File: src/soc_pkg.sv
package soc_pkg;

    // Bus widths
    parameter int ADDR_W = 32;
    parameter int DATA_W = 32;
    parameter int STRB_W = DATA_W / 8;  // One strobe per byte lane

    typedef logic [ADDR_W-1:0] addr_t;
    typedef logic [DATA_W-1:0] data_t;
    typedef logic [STRB_W-1:0] strb_t;
    typedef logic [1:0]        resp_t;
    typedef logic [63:0]       mtime_t;  // Machine timer and compare

    // AXI response codes
    parameter resp_t RESP_OKAY   = 2'd0;
    parameter resp_t RESP_SLVERR = 2'd2;
    parameter resp_t RESP_DECERR = 2'd3;

    // CLINT window, upper 16 address bits
    parameter addr_t CLINT_BASE = 32'h0200_0000;
    parameter addr_t CLINT_MASK = 32'hFFFF_0000;

    // CLINT register offsets inside the window
    parameter logic [15:0] MSIP_OFS     = 16'h0000;
    parameter logic [15:0] MTIMECMP_OFS = 16'h4000;  // Low word, high at +4
    parameter logic [15:0] MTIME_OFS    = 16'hBFF8;  // Low word, high at +4

endpackage

File: src/bus_req_if.sv
`timescale 1ns/1ns

interface bus_req_if;
    import soc_pkg::*;

    logic  req_valid;
    logic  req_ready;
    logic  write;      // 1 for store, 0 for load
    addr_t addr;
    data_t wdata;
    strb_t wstrb;
    logic  rsp_valid;
    logic  rsp_ready;
    data_t rdata;      // Zero on writes
    resp_t resp;

    // Requester side
    modport mgr (
        output req_valid, write, addr, wdata, wstrb, rsp_ready,
        input  req_ready, rsp_valid, rdata, resp
    );

    // Responder side
    modport sub (
        input  req_valid, write, addr, wdata, wstrb, rsp_ready,
        output req_ready, rsp_valid, rdata, resp
    );

endinterface

File: src/xbar_slot.sv
`timescale 1ns/1ns

module xbar_slot (
    input  logic           clock,
    input  logic           arst_n,
    input  logic           arvalid,
    output logic           arready,
    input  soc_pkg::addr_t araddr,
    output logic           rvalid,
    input  logic           rready,
    output soc_pkg::data_t rdata,
    output soc_pkg::resp_t rresp,
    input  logic           awvalid,
    output logic           awready,
    input  soc_pkg::addr_t awaddr,
    input  logic           wvalid,
    output logic           wready,
    input  soc_pkg::data_t wdata,
    input  soc_pkg::strb_t wstrb,
    output logic           bvalid,
    input  logic           bready,
    output soc_pkg::resp_t bresp,
    bus_req_if.mgr         req
);
    import soc_pkg::*;

    typedef enum logic [1:0] {EMPTY, ISSUE, RESPOND} slot_state_e;

    slot_state_e state;
    logic        sent;      // Router has taken the request
    logic        take_rd;
    logic        take_wr;
    logic        wr_q;      // Captured transfer kind
    addr_t       addr_q;
    data_t       wdata_q;
    strb_t       wstrb_q;
    data_t       rdata_q;
    resp_t       resp_q;

    assign arready = (state == EMPTY);
    assign awready = (state == EMPTY) && awvalid && wvalid && !arvalid;  // Read wins a tie
    assign wready  = awready;                                           // AW and W move together
    assign take_rd = arready && arvalid;
    assign take_wr = awready;

    // Request toward the router
    assign req.req_valid = (state == ISSUE) && !sent;
    assign req.write     = wr_q;
    assign req.addr      = addr_q;
    assign req.wdata     = wdata_q;
    assign req.wstrb     = wstrb_q;
    assign req.rsp_ready = (state == ISSUE) && sent;

    // Stored response, steered by kind
    assign rvalid = (state == RESPOND) && !wr_q;
    assign bvalid = (state == RESPOND) && wr_q;
    assign rdata  = rdata_q;
    assign rresp  = resp_q;
    assign bresp  = resp_q;

    always_ff @(posedge clock or negedge arst_n) begin
        if (!arst_n) begin
            state <= EMPTY;
            sent  <= 1'b0;
        end else begin
            case (state)
                EMPTY: begin
                    if (take_rd || take_wr) begin
                        state <= ISSUE;
                        sent  <= 1'b0;
                    end
                end
                ISSUE: begin
                    if (req.req_valid && req.req_ready)
                        sent <= 1'b1;
                    if (req.rsp_valid && req.rsp_ready)
                        state <= RESPOND;
                end
                RESPOND: begin
                    if ((rvalid && rready) || (bvalid && bready))
                        state <= EMPTY;  // Back-pressure keeps us here
                end
                default: state <= EMPTY;
            endcase
        end
    end

    // Holding registers
    always_ff @(posedge clock) begin
        if (take_rd || take_wr) begin
            wr_q    <= !take_rd;
            addr_q  <= take_rd ? araddr : awaddr;
            wdata_q <= wdata;
            wstrb_q <= wstrb;
        end
        if (req.rsp_valid && req.rsp_ready) begin
            rdata_q <= req.rdata;
            resp_q  <= req.resp;
        end
    end

endmodule

File: src/flat_wrapper.sv
// flat-port wrapper written by rule: the top's interface ports become plain ports
module xbar_slot_flat import soc_pkg::*;
  (clock, arst_n, arvalid, arready, araddr, rvalid, rready, rdata, rresp, awvalid, awready, awaddr, wvalid, wready, wdata, wstrb, bvalid, bready, bresp, req_req_valid, req_write, req_addr, req_wdata, req_wstrb, req_rsp_ready, req_req_ready, req_rsp_valid, req_rdata, req_resp);
  bus_req_if req_i ();
  input  logic clock;
  input  logic arst_n;
  input  logic arvalid;
  output logic arready;
  input  soc_pkg::addr_t araddr;
  output logic rvalid;
  input  logic rready;
  output soc_pkg::data_t rdata;
  output soc_pkg::resp_t rresp;
  input  logic awvalid;
  output logic awready;
  input  soc_pkg::addr_t awaddr;
  input  logic wvalid;
  output logic wready;
  input  soc_pkg::data_t wdata;
  input  soc_pkg::strb_t wstrb;
  output logic bvalid;
  input  logic bready;
  output soc_pkg::resp_t bresp;
  output wire logic [$bits(req_i.req_valid)-1:0] req_req_valid;
  output wire logic [$bits(req_i.write)-1:0] req_write;
  output wire logic [$bits(req_i.addr)-1:0] req_addr;
  output wire logic [$bits(req_i.wdata)-1:0] req_wdata;
  output wire logic [$bits(req_i.wstrb)-1:0] req_wstrb;
  output wire logic [$bits(req_i.rsp_ready)-1:0] req_rsp_ready;
  input wire logic [$bits(req_i.req_ready)-1:0] req_req_ready;
  input wire logic [$bits(req_i.rsp_valid)-1:0] req_rsp_valid;
  input wire logic [$bits(req_i.rdata)-1:0] req_rdata;
  input wire logic [$bits(req_i.resp)-1:0] req_resp;
  assign req_req_valid = req_i.req_valid;
  assign req_write = req_i.write;
  assign req_addr = req_i.addr;
  assign req_wdata = req_i.wdata;
  assign req_wstrb = req_i.wstrb;
  assign req_rsp_ready = req_i.rsp_ready;
  assign req_i.req_ready = req_req_ready;
  assign req_i.rsp_valid = req_rsp_valid;
  assign req_i.rdata = req_rdata;
  assign req_i.resp = req_resp;
  xbar_slot u_core (.clock(clock), .arst_n(arst_n), .arvalid(arvalid), .arready(arready), .araddr(araddr), .rvalid(rvalid), .rready(rready), .rdata(rdata), .rresp(rresp), .awvalid(awvalid), .awready(awready), .awaddr(awaddr), .wvalid(wvalid), .wready(wready), .wdata(wdata), .wstrb(wstrb), .bvalid(bvalid), .bready(bready), .bresp(bresp), .req(req_i));
endmodule
File: config.mk
export PLATFORM = sky130hd
export DESIGN_NAME = xbar_slot_flat
export DESIGN_NICKNAME = d
export VERILOG_FILES = /design/src/soc_pkg.sv /design/src/bus_req_if.sv /design/src/xbar_slot.sv /design/src/flat_wrapper.sv
export SDC_FILE = /design/constraint.sdc
export NUM_CORES = 1
export LEC_CHECK = 0
export BUFFER_PORTS_ARGS = -buffer_cell sky130_fd_sc_hd__buf_2
export CAP_MARGIN = 20
export CORE_MARGIN = 5
export CORE_UTILIZATION = 45
export DETAILED_ROUTE_END_ITERATION = 10
export MAX_ROUTING_LAYER = met4
export PLACE_DENSITY = 0.82
export SLEW_MARGIN = 0
export SYNTH_ARGS = -nofsm -noshare
export SYNTH_HDL_FRONTEND = slang
export SYNTH_SLANG_ARGS = --single-unit
File: constraint.sdc
create_clock -name clock -period 17.2 [get_ports clock]
set_clock_uncertainty 0.2 [all_clocks]
set_input_delay 3.44 -clock clock [delete_from_list [all_inputs] [get_ports clock]]
set_output_delay 3.44 -clock clock [all_outputs]
set_load 0.01 [all_outputs]
==> metrics.csv <==
stage,metric,value,unit
placement,place_ws,9578,ps
timing,setup_slack,9570,ps
timing,setup_viol,0,
synthesis,synth_largest_area_cell,edfxtp_1,
power,switchingPower,0.2181,mW
power,power_frac_seq,52.8,%
route,drt_wl_total,9753,um
setup_path,max_stage_delay,280,ps
power,p_int,0.4980,mW
clocking,cts_buffers,9,
timing,fmax,131.1,MHz
clocking,clockRootBuffer,clkbuf_8,
global_routing,track_usage,18.43,%
clocking,h-tree-depth,3,
clocking,post_cts_buffers,0,
clocking,postCtsHoldBufs,0,
outcome,outcome,finished clean,
synthesis,netlist_area,0.003817,mm2
route,dr.pass1.iters,4,
hold_path,hp-class,reg -> reg,
layout,fin_util,65.11,%
layout,drive_above_1_share,71.63,%
synthesis,ys_top_cells_by_area,"edfxtp_1 (81%), mux2_4 (11%), dfrtp_1 (2.0%)",
route,drc,0,
timing,min_period,7630,ps
timing,rsz0062_at_grt,false,
timing,max_slew_margin,62.06,%
global_routing,grt_pass1_vias,2597,
die,ioPinCount,255,
clocking,clk_latency,350,ps
setup_path,cp_max_fo,3,
die,rows,33,
synthesis,ys_ff_latch,106,
setup_path,crit_chain,buf_2 > and4b_1 > buf_2,
synthesis,synth_area_per_cell,23.42,um2
route,vias,2493,
power,p_comb_share,27.1,%
power,pwr-share-clk,20.1,%
setup_path,cpMaxStageDelayCell,and4b_1,
die,fp.dieH,102.1,um
layout,fin_nets,568,
placement,gp_congestion,0.7773,
placement,port_buffers,254,
layout,final_common_cell,buf_2,
timing,maxSlewViolCount,0,
clocking,cts_tree,done,
timing,setup-tns-final,0,ps
clocking,clk_pin_slew,90,ps
power,netSwitchingFraction,30.46,%
synthesis,yosysUniqueCellTypes,20,
global_routing,grt_pass1_wl,13450,um
layout,n_fill_cell,614,
synthesis,synth_top_area_share,81.02,%
layout,antenna_cells,0,
timing,hold_slack,365.1,ps
power,ir_drop,0.00008676,V
placement,dp_hpwl,7827,um
synthesis,synthesis.nets,306,
setup_path,critPathKind,in -> out,
die,initial_core_util,46.23,%
power,p_leak,2.448,nW
job,cap_violations,0,
clocking,cts_resized,0,
clocking,clk_path_buf_depth,2,
layout,fin_area,0.005376,mm2
layout,syn2layout_area_growth,40.84,%
route,viasPerCell,4.660,
synthesis,yosysWarnings,0,
synthesis,postSynthCellCount,163,
route,drt_iter0_drc,60,
synthesis,yosysSeqAreaShare,82.99,%
timing,period_share,44.36,%
global_routing,grt_antenna_before_repair,0,
setup_path,cp-end-kind,output port,
clocking,clock_sinks,106,
global_routing,grt_overflow,0,
power,p_per_area,133.2,mW/mm2
placement,place_area,0.005191,mm2
die,die_w,102.1,um
setup_path,cp_data_arrival_time,3990,ps
die,die-area,0.01043,mm2
route,avgRoutedWirePerCell,18.23,um
setup_path,worst_setup_path_start_kind,input port,
global_routing,grt_max_degree,38,
timing,worstMarginPinSlew,568.5,ps
die,core_area,0.008258,mm2
setup_path,crit_required,13560,ps
timing,hold_viol,0,
route,final_antenna_net_count,0,
layout,layout_common_cells,"buf_2 (254), edfxtp_1 (103), mux2_4 (29)",
setup_path,critPathMostFrequentCell,buf_2,
## power by group through the flow
| stage | combinational (mW) | clock (mW) | sequential, mW |
|---|---|---|---|
| after detailed placement | 0.197 | 0 | 0.385 |
| after global routing | 0.208 | 0.160 | 0.384 |
| final | 0.194 | 0.144 | 0.378 |
| after CTS | 0.197 | 0.148 | 0.379 |
| after global placement | 0.191 | 0 | 0.381 |
| after floorplan | 0.0814 | 0 | 0.419 |
## state kept, by name, summed over array words and instances (netlist names)
signal	cells
u_core.req.wstrb	4
u_core.req.write	1
u_core.rdata	32
u_core.req.addr	32
u_core.bresp	2
u_core.state	2
u_core.sent	1
u_core.req.wdata	32
## layer usage
metal,track usage (%),vias to the layer above,routed length [um]
met5,-,-,0
met1,19.32,1167,3349
met2,33.03,153,5297
met3,6.485,10,1022
li1,-,1163,-
met4,4.642,0,83
## cell families after synthesis
kind of cell,Yosys count,synth area share [%]
buf+inv,8,1.672
mux,33,12.59
simple gates,12,2.065
compound gates,4,0.6884
flops,106,82.99
## area by class of cell
| cell class | count | area [um2] | share of cell area [%] |
|---|---|---|---|
| clock buffers | 9 | 123.9 | 2.304 |
| inverters | 2 | 7.507 | 0.1396 |
| clock inverters | 7 | 61.31 | 1.140 |
| well taps | 105 | 131.4 | 2.444 |
| flip-flops and latches | 106 | 3168 | 58.92 |
| multi-input cells | 49 | 590.6 | 10.98 |
| repair buffers | 257 | 1294 | 24.06 |
## critical path, delay by kind of cell
family / cells / cell delay (ps)
AND/OR/NAND/NOR: 1 / 280
buffers and inverters: 2 / 270
## stage by stage
stage          total power, mW  cells
2_1_floorplan           0.5006    163
3_3_place_gp            0.5728    519
3_5_place_dp            0.5819    519
4_1_cts                 0.7245    535
5_1_grt                 0.7514    535
6_report                0.7160    535
## path summary, 6_finish.rpt
path | start | end | slack (ps) | cells after the start
min in group asynchronous | arst_n | u_core.sent | 2670 | 1
min | u_core.sent | u_core.sent | 370 | 2
max | arvalid | wready | 9570 | 3
max reg2reg | u_core.state[1] | u_core.req.addr[22] | 15290 | 3
max in group asynchronous | arst_n | u_core.state[1] | 14020 | 1
min reg2reg | u_core.sent | u_core.sent | 370 | 2
## cells in the mapped netlist
| cell | number |
|---|---|
| and4b_1 | 1 |
| nor2_1 | 2 |
| mux2_2 | 4 |
| nor3_1 | 2 |
| inv_1 | 2 |
| nor2_4 | 1 |
| a211oi_1 | 1 |
| buf_6 | 3 |
| buf_4 | 3 |
| a21oi_1 | 1 |
| o21bai_1 | 1 |
| mux2_4 | 29 |
| nor2b_1 | 1 |
| nand2_1 | 1 |
| and2_1 | 1 |
| edfxtp_1 | 103 |
| dfrtp_1 | 3 |
| and3_1 | 2 |
| a31oi_1 | 1 |
| nand2_4 | 1 |
Power figures use the tool's default switching activity.
