==> config.mk <==
export PLATFORM = sky130hd
export DESIGN_NAME = clint_flat
export DESIGN_NICKNAME = d
export VERILOG_FILES = /design/src/soc_pkg.sv /design/src/bus_req_if.sv /design/src/clint.sv /design/src/flat_wrapper.sv
export SDC_FILE = /design/constraint.sdc
export NUM_CORES = 1
export LEC_CHECK = 0
export BUFFER_PORTS_ARGS = -buffer_cell sky130_fd_sc_hd__buf_2
export CORE_MARGIN = 1
export CORE_UTILIZATION = 34
export DETAILED_ROUTE_END_ITERATION = 8
export GPL_TIMING_DRIVEN = 0
export PLACE_DENSITY_LB_ADDON = 0.05
export SYNTH_ARGS = -nofsm -noshare
export SYNTH_HDL_FRONTEND = slang
export SYNTH_SLANG_ARGS = --single-unit
==> constraint.sdc <==
create_clock -name clock -period 6.54 [get_ports clock]
set_clock_uncertainty 0.05 [all_clocks]
set_input_delay 0.654 -clock clock [delete_from_list [all_inputs] [get_ports clock]]
set_output_delay 0.654 -clock clock [all_outputs]
set_load 0.03 [all_outputs]
==> src/soc_pkg.sv <==
package soc_pkg;

    // Bus widths
    parameter int ADDR_W = 32;
    parameter int DATA_W = 32;
    parameter int STRB_W = DATA_W / 8;  // One strobe per byte lane

    typedef logic [ADDR_W-1:0] addr_t;
    typedef logic [DATA_W-1:0] data_t;
    typedef logic [STRB_W-1:0] strb_t;
    typedef logic [1:0]        resp_t;
    typedef logic [63:0]       mtime_t;  // Machine timer and compare

    // AXI response codes
    parameter resp_t RESP_OKAY   = 2'd0;
    parameter resp_t RESP_SLVERR = 2'd2;
    parameter resp_t RESP_DECERR = 2'd3;

    // CLINT window, upper 16 address bits
    parameter addr_t CLINT_BASE = 32'h0200_0000;
    parameter addr_t CLINT_MASK = 32'hFFFF_0000;

    // CLINT register offsets inside the window
    parameter logic [15:0] MSIP_OFS     = 16'h0000;
    parameter logic [15:0] MTIMECMP_OFS = 16'h4000;  // Low word, high at +4
    parameter logic [15:0] MTIME_OFS    = 16'hBFF8;  // Low word, high at +4

endpackage

==> src/bus_req_if.sv <==
`timescale 1ns/1ns

interface bus_req_if;
    import soc_pkg::*;

    logic  req_valid;
    logic  req_ready;
    logic  write;      // 1 for store, 0 for load
    addr_t addr;
    data_t wdata;
    strb_t wstrb;
    logic  rsp_valid;
    logic  rsp_ready;
    data_t rdata;      // Zero on writes
    resp_t resp;

    // Requester side
    modport mgr (
        output req_valid, write, addr, wdata, wstrb, rsp_ready,
        input  req_ready, rsp_valid, rdata, resp
    );

    // Responder side
    modport sub (
        input  req_valid, write, addr, wdata, wstrb, rsp_ready,
        output req_ready, rsp_valid, rdata, resp
    );

endinterface

==> src/clint.sv <==
`timescale 1ns/1ns

module clint #(
    parameter int TICK_DIV = 1
) (
    input  logic   clock,
    input  logic   arst_n,
    bus_req_if.sub bus,
    output logic   timer_irq,
    output logic   soft_irq
);
    import soc_pkg::*;

    localparam int CNT_W = $clog2(TICK_DIV + 1);

    mtime_t         mtime;
    mtime_t         mtimecmp;
    logic           msip;
    logic [CNT_W-1:0] tick_cnt;
    logic           tick;       // mtime advance strobe
    logic           hs;         // Request handshake
    logic           wr_hs;
    logic [15:0]    ofs;        // Offset inside the CLINT window
    data_t          rd_data;
    logic           map_err;    // Offset not in the register map
    logic           rsp_vld_q;
    data_t          rdata_q;
    resp_t          resp_q;

    // Byte-lane merge for strobed writes
    function automatic data_t merge(input data_t old_w, input data_t new_w, input strb_t strb);
        data_t res;
        res = old_w;
        for (int b = 0; b < STRB_W; b++) begin
            if (strb[b])
                res[8*b +: 8] = new_w[8*b +: 8];
        end
        return res;
    endfunction

    assign bus.req_ready = !rsp_vld_q;  // One outstanding response
    assign hs            = bus.req_valid && bus.req_ready;
    assign wr_hs         = hs && bus.write;
    assign ofs           = bus.addr[15:0];
    assign tick          = (tick_cnt == CNT_W'(TICK_DIV - 1));
    assign soft_irq      = msip;

    assign bus.rsp_valid = rsp_vld_q;
    assign bus.rdata     = rdata_q;
    assign bus.resp      = resp_q;

    // Register map read mux
    always_comb begin
        rd_data = '0;
        map_err = 1'b0;
        case (ofs)
            MSIP_OFS:             rd_data = {{(DATA_W-1){1'b0}}, msip};
            MTIMECMP_OFS:         rd_data = mtimecmp[31:0];
            MTIMECMP_OFS + 16'd4: rd_data = mtimecmp[63:32];
            MTIME_OFS:            rd_data = mtime[31:0];
            MTIME_OFS + 16'd4:    rd_data = mtime[63:32];
            default:              map_err = 1'b1;
        endcase
    end

    // Timer prescaler
    always_ff @(posedge clock or negedge arst_n) begin
        if (!arst_n)
            tick_cnt <= '0;
        else
            tick_cnt <= tick ? '0 : tick_cnt + 1'b1;
    end

    // Registers, writes land on the handshake edge
    always_ff @(posedge clock or negedge arst_n) begin
        if (!arst_n) begin
            mtime     <= '0;
            mtimecmp  <= '1;   // Far future, no timer interrupt
            msip      <= 1'b0;
            timer_irq <= 1'b0;
        end else begin
            if (wr_hs && ofs == MTIME_OFS)
                mtime[31:0] <= merge(mtime[31:0], bus.wdata, bus.wstrb);
            else if (wr_hs && ofs == MTIME_OFS + 16'd4)
                mtime[63:32] <= merge(mtime[63:32], bus.wdata, bus.wstrb);
            else if (tick)
                mtime <= mtime + 64'd1;
            if (wr_hs && ofs == MTIMECMP_OFS)
                mtimecmp[31:0] <= merge(mtimecmp[31:0], bus.wdata, bus.wstrb);
            if (wr_hs && ofs == MTIMECMP_OFS + 16'd4)
                mtimecmp[63:32] <= merge(mtimecmp[63:32], bus.wdata, bus.wstrb);
            if (wr_hs && ofs == MSIP_OFS && bus.wstrb[0])
                msip <= bus.wdata[0];
            timer_irq <= (mtime >= mtimecmp);
        end
    end

    // Response one cycle after the request
    always_ff @(posedge clock or negedge arst_n) begin
        if (!arst_n)
            rsp_vld_q <= 1'b0;
        else if (hs)
            rsp_vld_q <= 1'b1;
        else if (bus.rsp_ready)
            rsp_vld_q <= 1'b0;
    end

    always_ff @(posedge clock) begin
        if (hs) begin
            rdata_q <= (bus.write || map_err) ? '0 : rd_data;
            resp_q  <= map_err ? RESP_SLVERR : RESP_OKAY;
        end
    end

endmodule

==> src/flat_wrapper.sv <==
// flat-port wrapper written by rule: the top's interface ports become plain ports
module clint_flat import soc_pkg::*;
#(
    parameter int TICK_DIV = 1
)
  (clock, arst_n, timer_irq, soft_irq, bus_req_valid, bus_write, bus_addr, bus_wdata, bus_wstrb, bus_rsp_ready, bus_req_ready, bus_rsp_valid, bus_rdata, bus_resp);
  bus_req_if bus_i ();
  input  logic clock;
  input  logic arst_n;
  output logic timer_irq;
  output logic soft_irq;
  input wire logic [$bits(bus_i.req_valid)-1:0] bus_req_valid;
  input wire logic [$bits(bus_i.write)-1:0] bus_write;
  input wire logic [$bits(bus_i.addr)-1:0] bus_addr;
  input wire logic [$bits(bus_i.wdata)-1:0] bus_wdata;
  input wire logic [$bits(bus_i.wstrb)-1:0] bus_wstrb;
  input wire logic [$bits(bus_i.rsp_ready)-1:0] bus_rsp_ready;
  output wire logic [$bits(bus_i.req_ready)-1:0] bus_req_ready;
  output wire logic [$bits(bus_i.rsp_valid)-1:0] bus_rsp_valid;
  output wire logic [$bits(bus_i.rdata)-1:0] bus_rdata;
  output wire logic [$bits(bus_i.resp)-1:0] bus_resp;
  assign bus_i.req_valid = bus_req_valid;
  assign bus_i.write = bus_write;
  assign bus_i.addr = bus_addr;
  assign bus_i.wdata = bus_wdata;
  assign bus_i.wstrb = bus_wstrb;
  assign bus_i.rsp_ready = bus_rsp_ready;
  assign bus_req_ready = bus_i.req_ready;
  assign bus_rsp_valid = bus_i.rsp_valid;
  assign bus_rdata = bus_i.rdata;
  assign bus_resp = bus_i.resp;
  clint #(.TICK_DIV(TICK_DIV)) u_core (.clock(clock), .arst_n(arst_n), .bus(bus_i), .timer_irq(timer_irq), .soft_irq(soft_irq));
endmodule
==> results.cfg <==
[outcome]
outcome = finished, final reports clean

[logic_synthesis]
synth-simple-area-share_pct = 17.7
synth_flop_cell = dfrtp_1
ys_seq_area_share_pct = 42.6
muxShareOfSynthArea_pct = 10.9
ys_seq_elements = 164
synth_edf_count = 33
syn_avg_cell_area_um2 = 9.57
syn_area_um2 = 10200
synth_top_family_by_area = simple AND/OR/NAND/NOR gates
synth_compound_area_share_pct = 15.8
netlist_instances = 1067
synthArstFlopShare_pct = 79.9
synth_cell_type_count = 62
syn-num-nets = 1205
yosysWarnings = 0
synthXorXnorAreaFrac_pct = 0.343
yosys.area_share.adder_pct = 7.97

[detailed_routing]
num_vias = 8926
ant_nets = 0
avgRoutedWirePerCell_um = 22.8
wirelength_mm = 36.2
viasPerCell = 5.64
drt_drc_violations_left = 0
drtPass1Iterations = 9
drt_iter0_drc = 808

[cts]
cts.sinks = 164
cts_resized = 0
cts.clk_slew.worst_paths_ns = 0.06
cts_buffers = 17
clockBufferDepth = 2
htreeDepth = 4
hold_buffers = 0
post-cts-setup-buffers = 0
cts-root-buf = clkbuf_16
worstSkewPairLatency_ns = 0.45
cts_tree = yes

[power]
p_leak_nw = 4.74
peakVddDrop_mv = 0.163
power_density_nw_per_um2 = 199

[setup_path]
crit_path_end_kind = register
crit_type = reg2reg
cp.arrival_ns = 3.64
cp_data_required_time_ns = 6.86
cp_max_fo = 19
start_kind = register

[timing]
fin_ws_ns = 3.22
max_freq_mhz = 301
tightest_slew_ns = 0.882
rsz0062_at_grt = false
hold_violations = 0
drv_slew = 0
fin_crit_sh_pct = 50.8
tns_ns = 0
setup_violations = 0
relSlewSlack_pct = 40.6
whs_ns = 0.186
min_period_ns = 3.32

[finish]
final_nets = 1317
fillCellCount = 2992
final_cells = 1583
finalInstanceArea_um2 = 11900
syn_to_final_growth_pct = 16.1
drive_gt1_share_pct = 24.7
multiInputGateArea_um2 = 5410
regArea_um2 = 4350

[placed_design]
portBuffers = 90
hpwl_mm = 26.5
dp_slack_ns = 2.85
place_inst = 1550
place_area_um2 = 11200
finalWeightedCongestion = 0.837

[floorplan]
ios = 111
row_count = 63
start_util_pct = 34.5
die_area_um2 = 30700
core_area_um2 = 29600
die_w_um = 175
die_h_um = 175

[min_path]
hold_path.class = in2async

[global_routing]
grt_max_degree = 86
grt_pass1_wl_mm = 55.2
antenna_found_initial = 1
overflow = 0
grt_util_all_layers_pct = 24.2
grt_pass1_vias = 8816

[flow_run]
drv_cap = 0
## final timing paths
check	startpoint	to	slack, ns	cells after the start
setup reg to reg	u_core.bus.rsp_valid	u_core.mtime[8]	3.22	11
setup / recovery	u_core.bus.rsp_valid	u_core.mtime[8]	3.22	11
min in group clock	bus_rsp_ready	u_core.bus.rsp_valid	0.33	2
hold reg to reg	u_core.mtimecmp[54]	u_core.mtimecmp[54]	0.46	2
max in group asynchronous	arst_n	u_core.mtimecmp[12]	5.59	3
hold / removal	arst_n	u_core.mtime[25]	0.19	2
## flip-flops by register name, summed over array words and instances (netlist names)
signal and cells:
u_core.mtime 64, u_core.mtimecmp 64, u_core.bus.rdata 32, u_core.bus.resp 1
u_core.bus.rsp_valid 1, u_core.soft_irq 1, u_core.timer_irq 1
## kinds of logic (layout without fill, tap and decap cells)
kind of cell,after synthesis,count (layout)
and+or+nand+nor,366,366
AOI/OAI and AO/OA,246,246
DFF,164,164
buffers and inverters,121,246
muxes,100,100
adders and majority gates,65,65
xor gates and xnor gates,4,4
other,1,2
## synth_stat cells (all sizes together) (13+ instances only)
cell	instances	area [um2]
mux2	93	1050
edfxtp	33	991
a211oi	14	110
and3	27	169
nor3	27	145
a21oi	90	450
nand3	39	195
o21ai	40	200
dfrtp	67	1680
ha	65	813
nor2	110	413
nor4	13	118
dfstp	64	1680
inv	78	293
clkbuf	33	124
nand4	33	206
nand2	83	312
a222oi	32	320
## metal layers
metal | track usage (%) | vias to the layer above | share of wire [%] | wire [um]
met1 | 34.1 | 4418 | 48 | 17300
li1 | - | 4189 | - | -
met4 | 9.24 | 0 | 2.7 | 989
met3 | 4.03 | 48 | 4.9 | 1770
met5 | 0 | - | 0 | 0
met2 | 37.0 | 271 | 45 | 16100
## report_power, final
| part | switching, mW | leakage [nW] | internal [mW] |
|---|---|---|---|
| Sequential | 0.0255 | 1.74 | 1.07 |
| Clock | 0.429 | 0.298 | 0.635 |
| Combinational | 0.132 | 2.70 | 0.0662 |
## final cells by class
type | instances | share of cell area (%)
Clock inverter | 3 | 0.549
Antenna cell | 1 | 0.0211
Timing Repair Buffer | 93 | 4.55
Tap cell | 390 | 4.12
Sequential cell | 164 | 36.7
Inverter | 78 | 2.47
Buffer | 43 | 1.41
Multi-Input combinational cell | 782 | 45.6
Clock buffer | 29 | 4.56
## cells in the final DEF, fill, tap and decap left out, types with 11 or more instances in the layout
master and count:
mux2_2 93, and3_1 27, o22ai_1 11, clkbuf_16 17
nand4_1 33, nor2_1 110, dfrtp_1 67, dfstp_2 64
clkbuf_1 38, a21oi_1 90, ha_1 65, nor3_1 25
edfxtp_1 33, nand2_1 83, buf_2 91, o21ai_0 40
a222oi_1 32, inv_1 78, a211oi_1 13, nand3_1 39
## stage by stage
| stage | power (mW) | util (%) |
|---|---|---|
| floorplan | 1.21 | - |
| global placement | 1.30 | 37.7 |
| detailed placement | 1.31 | 38.0 |
| CTS | 2.38 | 40.1 |
| global route | 2.44 | 40.1 |
| finish | 2.36 | 40.1 |
## critical path: stages (launching register included)
cell and delay (ns):
dfrtp_1 0.41, nor2b_4 0.55, buf_16 0.24, and2_1 0.27, and2_1 0.15, buf_2 0.22
nand2_1 0.09, buf_2 0.25, buf_1 0.41, nand2_1 0.28, o21ai_0 0.13, a21oi_1 0.18
(Power assumes the default switching activity.)
